## src/include/video_timing_config.svh

```systemverilog
// ~~~~~~~~~~~~~~~~~~~~~~~~~~~~~~~~~~~~~~~
// raster timing constants for the video timing generator
// include wherever positions, widths or register addresses are needed
// ~~~~~~~~~~~~~~~~~~~~~~~~~~~~~~~~~~~~~~~
`ifndef VIDEO_TIMING_CONFIG_SVH
`define VIDEO_TIMING_CONFIG_SVH

`define CLK_PER_CEND 4 // master clk cycles per 7 MHz strobe

// horizontal positions, in cend cycles
`define HPERIOD   448
`define HBLNK_BEG 0
`define HSYNC_BEG 10
`define HSYNC_END 43
`define HBLNK_END 84
`define HPIX_BEG  148 // 64 cycles after line_start
`define HPIX_END  404
`define HINT_BEG  3

// vertical positions, in lines
`define VPERIOD   320
`define VBLNK_BEG 0
`define VSYNC_BEG 2
`define VSYNC_END 4
`define VBLNK_END 16
`define VPIX_BEG  80
`define VPIX_END  272
`define INT_LINE  0

`define INT_LEN  32 // frame interrupt width in cend cycles
`define HCOUNT_W 9
`define VCOUNT_W 9
`define FRAME_W  16

// register byte addresses
`define REG_CTRL   0
`define REG_FRAME  4
`define REG_STATUS 8

`endif

```

## src/rtl/video_timing_pkg.sv

```systemverilog
// ~~~~~~~~~~~~~~~~~~~~~~~~~~~~~~~~~~~~~~~
// raster timing types, shared by the line and frame logic
// ~~~~~~~~~~~~~~~~~~~~~~~~~~~~~~~~~~~~~~~
`default_nettype none

`include "video_timing_config.svh"

package video_timing_pkg;

	// counter types sized from the config header
	typedef logic [`HCOUNT_W-1:0] hcount_t; // position within a line
	typedef logic [`VCOUNT_W-1:0] vcount_t; // line within a frame

	// region of the current line, also reported in STATUS
	typedef enum logic [1:0] {
		V_BLANK  = 2'd0, // vertical blank, includes vsync
		V_BORDER = 2'd1, // visible but outside pixel window
		V_ACTIVE = 2'd2  // pixel lines
	} v_region_t;

endpackage

`default_nettype wire

```

## src/rtl/video_apb_pkg.sv

```systemverilog
// ~~~~~~~~~~~~~~~~~~~~~~~~~~~~~~~~~~~~~~~
// APB register interface types for the video timing block
// ~~~~~~~~~~~~~~~~~~~~~~~~~~~~~~~~~~~~~~~
`default_nettype none

`include "video_timing_config.svh"

package video_apb_pkg;

	typedef enum logic [3:0] {
		ADDR_CTRL   = 4'(`REG_CTRL),   // int enable, resync
		ADDR_FRAME  = 4'(`REG_FRAME),  // frame counter
		ADDR_STATUS = 4'(`REG_STATUS)  // live region
	} reg_addr_t;

	typedef enum logic [1:0] {
		PH_IDLE,
		PH_SETUP,  // psel high, penable low
		PH_ACCESS  // psel and penable high
	} apb_phase_t;

endpackage

`default_nettype wire

```

## src/rtl/line_strobe_if.sv

```systemverilog
// ~~~~~~~~~~~~~~~~~~~~~~~~~~~~~~~~~~~~~~~
// per-line strobes from the horizontal to the vertical generator
// ~~~~~~~~~~~~~~~~~~~~~~~~~~~~~~~~~~~~~~~
`timescale 1ns/1ns
`default_nettype none

interface line_strobe_if;

	logic line_start;  // pulse, one cend before the visible line
	logic hsync_start; // pulse, one cend before hsync rises
	logic hint_start;  // pulse at the interrupt position
	logic hblank;      // level
	logic hpix;        // level, horizontal pixel window

	modport src (output line_start, hsync_start, hint_start, hblank, hpix);
	modport dst (input line_start, hsync_start, hint_start, hblank, hpix);

endinterface

`default_nettype wire

```

## src/rtl/video_strobes.sv

```systemverilog
// ~~~~~~~~~~~~~~~~~~~~~~~~~~~~~~~~~~~~~~~
// divides clk down to the 7 MHz working strobe cend and its early copy
// ~~~~~~~~~~~~~~~~~~~~~~~~~~~~~~~~~~~~~~~
`timescale 1ns/1ns
`default_nettype none

`include "video_timing_config.svh"

module video_strobes (
	input  logic clk,
	input  logic reset,
	output logic cend,
	output logic pre_cend // one clk ahead of cend
);

	localparam logic [1:0] LAST_PHASE = 2'(`CLK_PER_CEND - 1);
	localparam logic [1:0] PRE_PHASE  = 2'(`CLK_PER_CEND - 2);

	logic [1:0] phase; // position within one cend period

	always_ff @(posedge clk)
	begin
		if (reset)
		begin
			phase    <= '0;
			cend     <= 1'b0;
			pre_cend <= 1'b0;
		end
		else
		begin
			phase    <= (phase == LAST_PHASE) ? 2'd0 : phase + 2'd1;
			cend     <= (phase == LAST_PHASE); // high while phase is back at 0
			pre_cend <= (phase == PRE_PHASE);
		end
	end

endmodule

`default_nettype wire

```

## src/rtl/hsync_gen.sv

```systemverilog
// ~~~~~~~~~~~~~~~~~~~~~~~~~~~~~~~~~~~~~~~
// horizontal counter, hsync/hblank/hpix levels and per-line strobes
// levels move on cend, strobes fire on the pre_cend ahead of it
// ~~~~~~~~~~~~~~~~~~~~~~~~~~~~~~~~~~~~~~~
`timescale 1ns/1ns
`default_nettype none

`include "video_timing_config.svh"

module hsync_gen
	import video_timing_pkg::*;
(
	input  logic clk,
	input  logic reset,
	input  logic init,     // resync pulse, takes effect on the next cend
	input  logic cend,
	input  logic pre_cend,
	output logic hsync,
	line_strobe_if.src strobes
);

	localparam hcount_t LAST_H    = hcount_t'(`HPERIOD - 1);
	localparam hcount_t HBLNK_BEG = hcount_t'(`HBLNK_BEG);
	localparam hcount_t HSYNC_BEG = hcount_t'(`HSYNC_BEG);
	localparam hcount_t HSYNC_END = hcount_t'(`HSYNC_END);
	localparam hcount_t HBLNK_END = hcount_t'(`HBLNK_END);
	localparam hcount_t HPIX_BEG  = hcount_t'(`HPIX_BEG);
	localparam hcount_t HPIX_END  = hcount_t'(`HPIX_END);
	localparam hcount_t HINT_BEG  = hcount_t'(`HINT_BEG);

	hcount_t hcount;
	logic    init_hold; // init seen between two cends

	// init is a single clk wide, hold it until cend samples it
	always_ff @(posedge clk)
	begin
		if (reset)
			init_hold <= 1'b0;
		else if (cend)
			init_hold <= 1'b0; // init on this cend is taken directly
		else if (init)
			init_hold <= 1'b1;
	end

	always_ff @(posedge clk)
	begin
		if (reset)
			hcount <= '0;
		else if (cend)
		begin
			if (init || init_hold || (hcount == LAST_H))
				hcount <= '0; // new line, or phase realigned
			else
				hcount <= hcount + hcount_t'(1);
		end
	end

	// levels, each one cend behind the matching count
	always_ff @(posedge clk)
	begin
		if (reset)
		begin
			strobes.hblank <= 1'b0;
			hsync          <= 1'b0;
			strobes.hpix   <= 1'b0;
		end
		else if (cend)
		begin
			if (hcount == HBLNK_BEG)
				strobes.hblank <= 1'b1;
			else if (hcount == HBLNK_END)
				strobes.hblank <= 1'b0;
			if (hcount == HSYNC_BEG)
				hsync <= 1'b1; // 33 cend wide
			else if (hcount == HSYNC_END)
				hsync <= 1'b0;
			if (hcount == HPIX_BEG)
				strobes.hpix <= 1'b1;
			else if (hcount == HPIX_END)
				strobes.hpix <= 1'b0;
		end
	end

	// pulses coincide with pre_cend, count already holds the match
	assign strobes.line_start  = pre_cend && (hcount == HBLNK_END);
	assign strobes.hsync_start = pre_cend && (hcount == HSYNC_BEG);
	assign strobes.hint_start  = pre_cend && (hcount == HINT_BEG);

endmodule

`default_nettype wire

```

## src/rtl/vsync_gen.sv

```systemverilog
// ~~~~~~~~~~~~~~~~~~~~~~~~~~~~~~~~~~~~~~~
// line counter, vertical blank/sync/pixel window, frame start and interrupt
// ~~~~~~~~~~~~~~~~~~~~~~~~~~~~~~~~~~~~~~~
`timescale 1ns/1ns
`default_nettype none

`include "video_timing_config.svh"

module vsync_gen
	import video_timing_pkg::*;
(
	input  logic      clk,
	input  logic      reset,
	input  logic      cend,
	input  logic      int_enable,
	line_strobe_if.dst strobes,
	output logic      vsync,
	output logic      vblank,
	output logic      vpix,
	output logic      int_n,       // frame interrupt, active low
	output logic      frame_start, // one clk as the line count wraps
	output v_region_t v_region
);

	localparam vcount_t LAST_V    = vcount_t'(`VPERIOD - 1);
	localparam vcount_t VBLNK_BEG = vcount_t'(`VBLNK_BEG);
	localparam vcount_t VBLNK_END = vcount_t'(`VBLNK_END);
	localparam vcount_t VSYNC_BEG = vcount_t'(`VSYNC_BEG);
	localparam vcount_t VSYNC_END = vcount_t'(`VSYNC_END);
	localparam vcount_t VPIX_BEG  = vcount_t'(`VPIX_BEG);
	localparam vcount_t VPIX_END  = vcount_t'(`VPIX_END);
	localparam vcount_t INT_LINE  = vcount_t'(`INT_LINE);
	localparam logic [5:0] INT_LAST = 6'(`INT_LEN - 1);

	vcount_t    vcount, vcount_next;
	logic [5:0] int_cnt; // cends since int_n fell
	logic       int_arm; // interrupt requested, starts on next cend

	assign vcount_next = (vcount == LAST_V) ? '0 : vcount + vcount_t'(1);

	// line count and levels all step on hsync_start
	always_ff @(posedge clk)
	begin
		if (reset)
		begin
			vcount      <= '0;
			vblank      <= 1'b0;
			vsync       <= 1'b0;
			vpix        <= 1'b0;
			frame_start <= 1'b0;
		end
		else
		begin
			frame_start <= 1'b0;
			if (strobes.hsync_start)
			begin
				vcount      <= vcount_next;
				frame_start <= (vcount == LAST_V);
				if (vcount_next == VBLNK_BEG)
					vblank <= 1'b1;
				else if (vcount_next == VBLNK_END)
					vblank <= 1'b0;
				if (vcount_next == VSYNC_BEG)
					vsync <= 1'b1;
				else if (vcount_next == VSYNC_END)
					vsync <= 1'b0;
				if (vcount_next == VPIX_BEG)
					vpix <= 1'b1;
				else if (vcount_next == VPIX_END)
					vpix <= 1'b0;
			end
		end
	end

	always_ff @(posedge clk)
	begin
		if (reset)
		begin
			int_arm <= 1'b0;
			int_n   <= 1'b1;
			int_cnt <= '0;
		end
		else
		begin
			if (strobes.hint_start && int_enable && (vcount == INT_LINE))
				int_arm <= 1'b1; // once per frame, at hint position
			if (cend)
			begin
				if (int_arm)
				begin
					int_arm <= 1'b0;
					int_n   <= 1'b0;
					int_cnt <= '0;
				end
				else if (!int_n)
				begin
					int_cnt <= int_cnt + 6'd1;
					if (int_cnt == INT_LAST)
						int_n <= 1'b1; // INT_LEN cends low
				end
			end
		end
	end

	always_comb
	begin
		if (vblank)
			v_region = V_BLANK;
		else if (vpix)
			v_region = V_ACTIVE;
		else
			v_region = V_BORDER;
	end

endmodule

`default_nettype wire

```

## src/rtl/video_regs.sv

```systemverilog
// ~~~~~~~~~~~~~~~~~~~~~~~~~~~~~~~~~~~~~~~
// zero-wait APB slave: control, frame counter and live status
// ~~~~~~~~~~~~~~~~~~~~~~~~~~~~~~~~~~~~~~~
`timescale 1ns/1ns
`default_nettype none

`include "video_timing_config.svh"

module video_regs
	import video_timing_pkg::*;
	import video_apb_pkg::*;
(
	input  logic        clk,
	input  logic        reset,
	input  logic        psel,
	input  logic        penable,
	input  logic        pwrite,
	input  logic [3:0]  paddr,
	input  logic [31:0] pwdata,
	output logic [31:0] prdata,
	input  logic        frame_start,
	input  v_region_t   v_region,
	output logic        int_enable,
	output logic        init // resync pulse to the line generator
);

	apb_phase_t bus_phase; // phase of the current cycle
	apb_phase_t phase;     // phase of the previous cycle
	reg_addr_t  addr;
	logic [`FRAME_W-1:0] frame_cnt;
	logic       wr_en;

	assign addr = reg_addr_t'(paddr);

	always_comb
	begin
		if (!psel)
			bus_phase = PH_IDLE;
		else if (penable)
			bus_phase = PH_ACCESS;
		else
			bus_phase = PH_SETUP;
	end

	// access only counts when a setup came before it
	assign wr_en = (bus_phase == PH_ACCESS) && (phase == PH_SETUP) && pwrite;

	always_ff @(posedge clk)
	begin
		if (reset)
		begin
			phase      <= PH_IDLE;
			prdata     <= '0;
			int_enable <= 1'b0;
			init       <= 1'b0;
			frame_cnt  <= '0;
		end
		else
		begin
			phase <= bus_phase;
			init  <= 1'b0;
			if (bus_phase == PH_SETUP)
			begin
				case (addr) // read data ready for the access cycle
					ADDR_CTRL:   prdata <= {31'd0, int_enable}; // bit 1 reads 0
					ADDR_FRAME:  prdata <= {{(32-`FRAME_W){1'b0}}, frame_cnt};
					ADDR_STATUS: prdata <= {30'd0, v_region};
					default:     prdata <= '0;
				endcase
			end
			if (wr_en && (addr == ADDR_CTRL))
			begin
				int_enable <= pwdata[0];
				init       <= pwdata[1]; // write one to resync
			end
			if (wr_en && (addr == ADDR_FRAME))
				frame_cnt <= '0; // any write clears
			else if (frame_start)
				frame_cnt <= frame_cnt + `FRAME_W'(1);
		end
	end

endmodule

`default_nettype wire

```

## src/rtl/video_timing_top.sv

```systemverilog
// ~~~~~~~~~~~~~~~~~~~~~~~~~~~~~~~~~~~~~~~
// raster timing generator top, 448-cycle lines and 320-line frames
// ~~~~~~~~~~~~~~~~~~~~~~~~~~~~~~~~~~~~~~~
`timescale 1ns/1ns
`default_nettype none

module video_timing_top
	import video_timing_pkg::*;
(
	input  logic        clk,
	input  logic        reset,
	input  logic        psel,
	input  logic        penable,
	input  logic        pwrite,
	input  logic [3:0]  paddr,
	input  logic [31:0] pwdata,
	output logic [31:0] prdata,
	output logic        hsync,
	output logic        vsync,
	output logic        blank,
	output logic        pix,
	output logic        int_n
);

	logic      cend, pre_cend;
	logic      vblank, vpix;
	logic      frame_start;
	logic      init, int_enable;
	v_region_t v_region;

	line_strobe_if strobes ();

	video_strobes u_strobes (.clk, .reset, .cend, .pre_cend);

	hsync_gen u_hsync (
		.clk, .reset, .init, .cend, .pre_cend, .hsync,
		.strobes (strobes.src)
	);

	vsync_gen u_vsync (
		.clk, .reset, .cend, .int_enable,
		.strobes (strobes.dst),
		.vsync, .vblank, .vpix, .int_n, .frame_start, .v_region
	);

	video_regs u_regs (
		.clk, .reset, .psel, .penable, .pwrite, .paddr, .pwdata, .prdata,
		.frame_start, .v_region, .int_enable, .init
	);

	assign blank = strobes.hblank | vblank; // either direction blanks
	assign pix   = strobes.hpix & vpix;     // pixel window in both

endmodule

`default_nettype wire

```

## config.mk

```make
export PLATFORM = sky130hd
export DESIGN_NAME = video_timing_top
export DESIGN_NICKNAME = d
export VERILOG_FILES = /design/src/rtl/video_timing_pkg.sv /design/src/rtl/video_apb_pkg.sv /design/src/rtl/line_strobe_if.sv /design/src/rtl/video_strobes.sv /design/src/rtl/hsync_gen.sv /design/src/rtl/vsync_gen.sv /design/src/rtl/video_regs.sv /design/src/rtl/video_timing_top.sv
export VERILOG_INCLUDE_DIRS = /design/src /design/src/include
export SDC_FILE = /design/constraint.sdc
export NUM_CORES = 1
export LEC_CHECK = 0
export ABC_CLOCK_PERIOD_IN_PS = 2800
export BUFFER_PORTS_ARGS = -buffer_cell sky130_fd_sc_hd__clkbuf_2
export CAP_MARGIN = 20
export CORE_UTILIZATION = 41
export CTS_CLUSTER_DIAMETER = 80
export CTS_CLUSTER_SIZE = 16
export DETAILED_ROUTE_END_ITERATION = 8
export GPL_TIMING_DRIVEN = 0
export PLACE_DENSITY = 0.71
export SLEW_MARGIN = 40
export SYNTH_ARGS = -nofsm -noshare
export SYNTH_HDL_FRONTEND = slang
export SYNTH_SLANG_ARGS = --single-unit
```

## constraint.sdc

```tcl
create_clock -name clk -period 2.8 [get_ports clk]
set_input_delay 0.56 -clock clk [delete_from_list [all_inputs] [get_ports clk]]
set_output_delay 0.56 -clock clk [all_outputs]
set_load 0.005 [all_outputs]
```

# Word-level counts from Yosys, hierarchy flattened
# Index checks and enable logic that the tools add are counted.
# totals
ff_bits	90
latchBits	0
ram_bits	0
mem_bits_ro	0
inputBits	41
out_inout_bits	37
elab_cells	111
n_memories	0
# classes
n_addsub	5
n_mul	0
div_mod_pow	0
magnitude_cmp	0
n_eq_ne	22
shift	0
mux	27
bitwise_logic	4
reduce_logical	32
# op_table
op	count
$pmux W16 S3	1
$eq A9 B9 Y1 const B	4
$logic_not A9 Y1	3
$add A9 B1 Y9 const B	2
$eq A9 B2 Y1 const B	2
$eq A9 B7 Y1 const B	2
$mux W1	18
$mux W9	2
$add A16 B1 Y16 const B	1
$reduce_and A2 Y1	7
$mux W6	2
$reduce_bool A2 Y1	6
$reduce_or A2 Y1	5
$eq A9 B3 Y1 const B	1
$eq A9 B4 Y1 const B	1
$eq A9 B5 Y1 const B	1
$eq A9 B6 Y1 const B	1
$eq A9 B8 Y1 const B	1
$logic_and A1 B1 Y1	8
$mux W2	4
$add A6 B1 Y6 const B	1
$eq A2 B2 Y1 const B	3
$eq A6 B5 Y1 const B	1
$eq A2 B1 Y1 const B	2
9 further kinds	11

# Depth between registers and ports, before layout
# logic_depth
ltp_word	8
depth_mapped	8
ltp_nobuf	7

# Hierarchy
# From an unflattened synthesis, not the netlist that was laid out.
# unflattened
hier_cells	422
area_unflattened_um2	3818.7
# by_module_without_submodules
module	instances	cells_per_inst	area_each_um2	seq_area_each_um2
video_regs	1	171	1639.1	720.7
vsync_gen	1	157	1340.0	420.4
hsync_gen	1	81	690.7	260.2
video_strobes	1	11	136.4	80.1
video_timing_top	1	2	12.5	0.0

# Least setup slack after synthesis
# OpenSTA, ideal clock, no wires.
# synth_timing
kind	register -> register
start	register u_vsync.vcount[1]
end	register u_vsync.vsync
setup_time_ns	0.134
t_arrival_ns	1.694
t_required_ns	2.666
slack_ns	0.972
path_stages_with_launch	7
n_path_buf	0
synth_period_minus_slack_ns	1.828
path_cell_list	dfxtp_1 -> ha_1 -> nand3_4 -> nor4_1 -> nor2_1 -> nor4_1 -> o32ai_2
# synth_via
elab_chain_cells	5
word_cells_on_any_way	8
cone_classes	add/sub: 1; eq/ne: 3; mux: 2; reduce/logical: 2
# synth_rtl
item	line_no	text
start, declared	vsync_gen.sv:35	vcount_t vcount, vcount_next;
start signal, assigned	vsync_gen.sv:57	vcount <= vcount_next;
$add A9 B1 Y9 / $eq A9 B9 Y1 (equally long branches)	vsync_gen.sv:39	assign vcount_next = (vcount == LAST_V) ? '0 : vcount + vcount_t'(1);
$mux W9 *	vsync_gen.sv:39	
$eq A9 B3 Y1 / $eq A9 B2 Y1 (equally long branches)	vsync_gen.sv:65, vsync_gen.sv:63	
$reduce_bool A2 Y1 (no line)	n/a	
$reduce_and A2 Y1 (no line)	n/a	
end signal, assigned	vsync_gen.sv:48	vsync <= 1'b0;
end signal, assigned	vsync_gen.sv:64	vsync <= 1'b1;
end signal, assigned	vsync_gen.sv:66	vsync <= 1'b0;
end, declared	vsync_gen.sv:17	output logic vsync,
# Mark *: on every way between the ends. The rest lies on a longest branch, timed or not.
# A chain may end at the register's enable or synchronous reset.

# Worst setup path after layout
# layout_timing
start	register u_vsync.vcount[0]
end	register u_vsync.vsync
# Same word-level chain as after synthesis.

==> summary.md <==
| Metric | Value |
|---|---|
| Status | finished, final reports clean |
| Placed insts | slightly below 600 |
| Worst EP required | around 3 ns |
| Number of antenna diodes | 0 |
| Worst setup path endpoint | u_vsync.vsync |
| Gpl congestion | 0.839 |
| Most frequent cells in the layout | dfxtp_1, nor2_1, nand2_1, clkbuf_2 |
| Critical path arrival | roughly 2.6 ns |
| First-pass GRT wire length | between 10,000 and 15,000 µm |
| Via density per instance | between 5 and 6 |
| CTS Hold Bufs | 0 |
| Post-CTS setup buffers | 0 |
| Final Max Slew Viols | 0 |
| Post-cts gate resize count | 0 |
| Remaining DRCs | 0 |
| Initial antenna violation count | 0 |
| Port Buffers | 31 |
| Clock buffer depth | 2 |
| Core area | about 8700 µm² |
| Row count | 34 |
| Reg-to-reg slack, setup | roughly 0.45 ns |
| Post-synth EDFFs | 0 |
| Peak VDD IR | 231 µV |
| Setup crit end kind | register |
| Ys async rst share | 0 |
| CTS tree | done |
| Seq/Total Area, Yosys | 0.405 |
| Number of standard cells in the layout, taps in and fillers out | between 500 and 600 |
| Largest fanout on the critical path | 8 |
| Grt ovf | 0 |
| Most common cell after layout, fill and taps aside | dfxtp_1 |
| Die H | 96.5 µm |
| Clock transition at path regs | roughly 0.08 ns |
| Clock share of power | 0.410 |
| Root Buffer Master | clkbuf_8 |
| Max_slew headroom | 0.493 |
| Worst r2r path cells | 6 |
| Synth cell types | 65 |
| Dominant synthesized flop cell | dfxtp_1 |
| Setup violators final | 0 |
| Levels on crit path | 6 |
| Area grow syn2layout | 14.6% |
| Sw Ratio | 0.263 |
| Synth Register Bits | 74 |
| Initial core utilization | 0.422 |
| Worst Tran Pin Value | approximately 0.75 ns |
| DP HPWL | around 5600 µm |
| DR vias | 3,089 |
| Vias in the first global route | 2,678 |
| CP most frequent cell | nor4_1 |
| H-tree Lvls | 3 |
| Final period utilization | 0.840 |
| Fillers | ~860 |
| TritonRoute pass-1 iters | 4 |
| DR WL/cell | between 10 and 15 µm |
| Fin. Hold Viols | 0 |
| Fin Clk Skew | between 0.01 and 0.015 ns |
| Minimum clock period after layout | between 2 and 2.5 ns |
| Delay-heaviest family, CP | simple AND/OR/NAND/NOR gates |
| Combinational power share | 0.045 |
| Switching power | roughly 520 µW |
| Die width | 96.5 µm |
| Worst hold path type | in2reg |
| FF/Latch Area | ~1500 µm² |
| Reg power frac | 0.545 |
| GRT Util Overall | 0.171 |
| Worst skew pair latency | between 0.3 and 0.4 ns |
| Leakage Power | between 0.0015 and 0.002 µW |
| CP startpoint | u_vsync.vcount[0] |
| Final net count | between 500 and 600 |
| Dominant cells by area after synthesis | dfxtp_1, nor2_1, xor2_1 |
| Worst r2r dst | u_vsync.vsync |
| Synth Cell Area | 3660 µm² |
| Gate Count Post-Synth | about 420 |
| Max Clk Rate | about 0.43 GHz |
| Largest net degree at the start of global routing | 17 |
| Reg2reg start | u_vsync.vcount[0] |
| Mean Syn Cell Area | roughly 8.6 µm² |
| Pwr/cell area | between 400 and 500 nW/µm² |
| Antenna viol nets, final | 0 |
| Clock Sinks | 74 |
| Crit path cell chain | ha_1 > nand3_4 > nor4_1 > nor2_1 > nor4_1 > o32ai_2 |
| Critical path class | reg2reg |
| Unrepaired setup endpoints after global routing | no |
| Multi-input gate area | between 1500 and 2000 µm² |
| Cell type with the largest total area after synthesis | dfxtp_1 |
| Startpoint types | register |
| Setup TNS | 0 ns |
| Internal | ~1400 µW |
| Max Cap Viol | 0 |
| Initial DRC count | roughly 170 |
| Synth top area share | 0.405 |
| Synth warn | 0 |
| IO Pins | ~80 |
| CP Buf/Inv Count | 0 |
| Die area | ~9300 µm² |
| Num CTS Buffers | 9 |
| Share of cells above drive strength 1 | 0.181 |
| Critical Path Max Stage Delay | about 0.66 ns |
| Critical Path Slowest Stage Cell | nor4_1 |
| Total Wirelength | approximately 7700 µm |
==> how the worst min path moves through the flow <==
stage,from,end,slack (ns),cells past startpoint
global route,pwdata[1],u_regs.init,0.43,2
global placement,u_strobes.phase[0],u_strobes.phase[0],0.44,1
floorplan,u_regs.init,u_hsync.init_hold,0.43,1
finish,pwdata[1],u_regs.init,0.44,2
detailed placement,u_hsync.strobes.hblank,u_hsync.strobes.hblank,0.45,2
CTS,pwdata[1],u_regs.init,0.43,2
==> per-stage QoR <==
stage           util  total power (µW)  setup WS (ns)  area (µm²)  hold WS (ns)
4_1_cts        0.484              1990          0.486        4200         0.426
6_report       0.484              1960          0.448        4200         0.440
3_5_place_dp   0.462              1180          0.499        4010         0.453
3_3_place_gp   0.462              1180          0.556        4010         0.437
2_1_floorplan      -              1150          0.972        3720         0.428
5_1_grt        0.484              2040          0.270        4200         0.425
==> Yosys cell counts (all sizes together) (2+ instances only) <==
| library cell | count |
|---|---|
| a211oi | 5 |
| a21o | 2 |
| a21oi | 16 |
| a22oi | 14 |
| and2 | 3 |
| and3 | 4 |
| and4 | 2 |
| and4b | 3 |
| buf | 24 |
| clkbuf | 11 |
| dfxtp | 74 |
| ha | 9 |
| inv | 12 |
| mux2i | 5 |
| nand2 | 32 |
| nand2b | 4 |
| nand3 | 19 |
| nand3b | 2 |
| nand4 | 12 |
| nor2 | 69 |
| nor2b | 6 |
| nor3 | 10 |
| nor3b | 4 |
| nor4 | 4 |
| nor4b | 2 |
| o21ai | 13 |
| o31ai | 5 |
| or2 | 3 |
| or3 | 3 |
| or4 | 3 |
| xnor2 | 14 |
| xor2 | 16 |
==> sequential cells by signal, summed over array words and instances (netlist names), 2 cells and up <==
name,flops
u_hsync.hcount,9
u_regs.frame_cnt,16
u_regs.phase,2
u_regs.prdata,16
u_strobes.phase,2
u_vsync.int_cnt,6
u_vsync.vcount,9
==> layer usage <==
| layer | global-route usage | up-vias | wire, µm |
|---|---|---|---|
| li1 | - | 1556 | - |
| met1 | 0.210 | 1454 | 3500 |
| met2 | 0.282 | 69 | 3670 |
| met3 | 0.0501 | 10 | 404 |
| met4 | 0.0650 | 0 | 78 |
| met5 | 0 | - | 0 |
==> cells by family (layout without fill, tap and decap cells) <==
group,Yosys count,after routing,synth area share
mux,6,6,0.0167
simple gates,189,189,0.273
other cells,1,16,0.00102
fa+ha+maj,9,9,0.0307
compound gates,67,67,0.127
flops,74,74,0.405
xor+xnor,30,30,0.0717
buf+inv,48,95,0.0752
==> layout make-up <==
cell class	count	area share
Inverter	13	0.0116
Clock inverter	7	0.0155
Tap cell	108	0.0322
Clock buffer	9	0.0295
Multi-Input combinational cell	317	0.467
Timing Repair Buffer	31	0.0370
Sequential cell	74	0.353
Buffer	35	0.0539
==> power groups by stage <==
stage          Combinational (µW)  Clock, µW  Sequential [µW]
5_1_grt                       101        873             1070
6_report                     88.0        804             1070
4_1_cts                      88.4        829             1070
3_3_place_gp                 85.5          0             1090
2_1_floorplan                61.8          0             1090
3_5_place_dp                 87.8          0             1090
==> worst register-to-register path, delay by kind of cell, from the launching register on <==
family | cells | cell delay [ns]
adder cells (fa/ha/maj) | 1 | 0.34
AO/OA/AOI/OAI | 1 | 0.12
AND/OR/NAND/NOR | 4 | 1.27
flip-flops | 1 | 0.50
No activity file was read; power rests on OpenSTA's default activity.
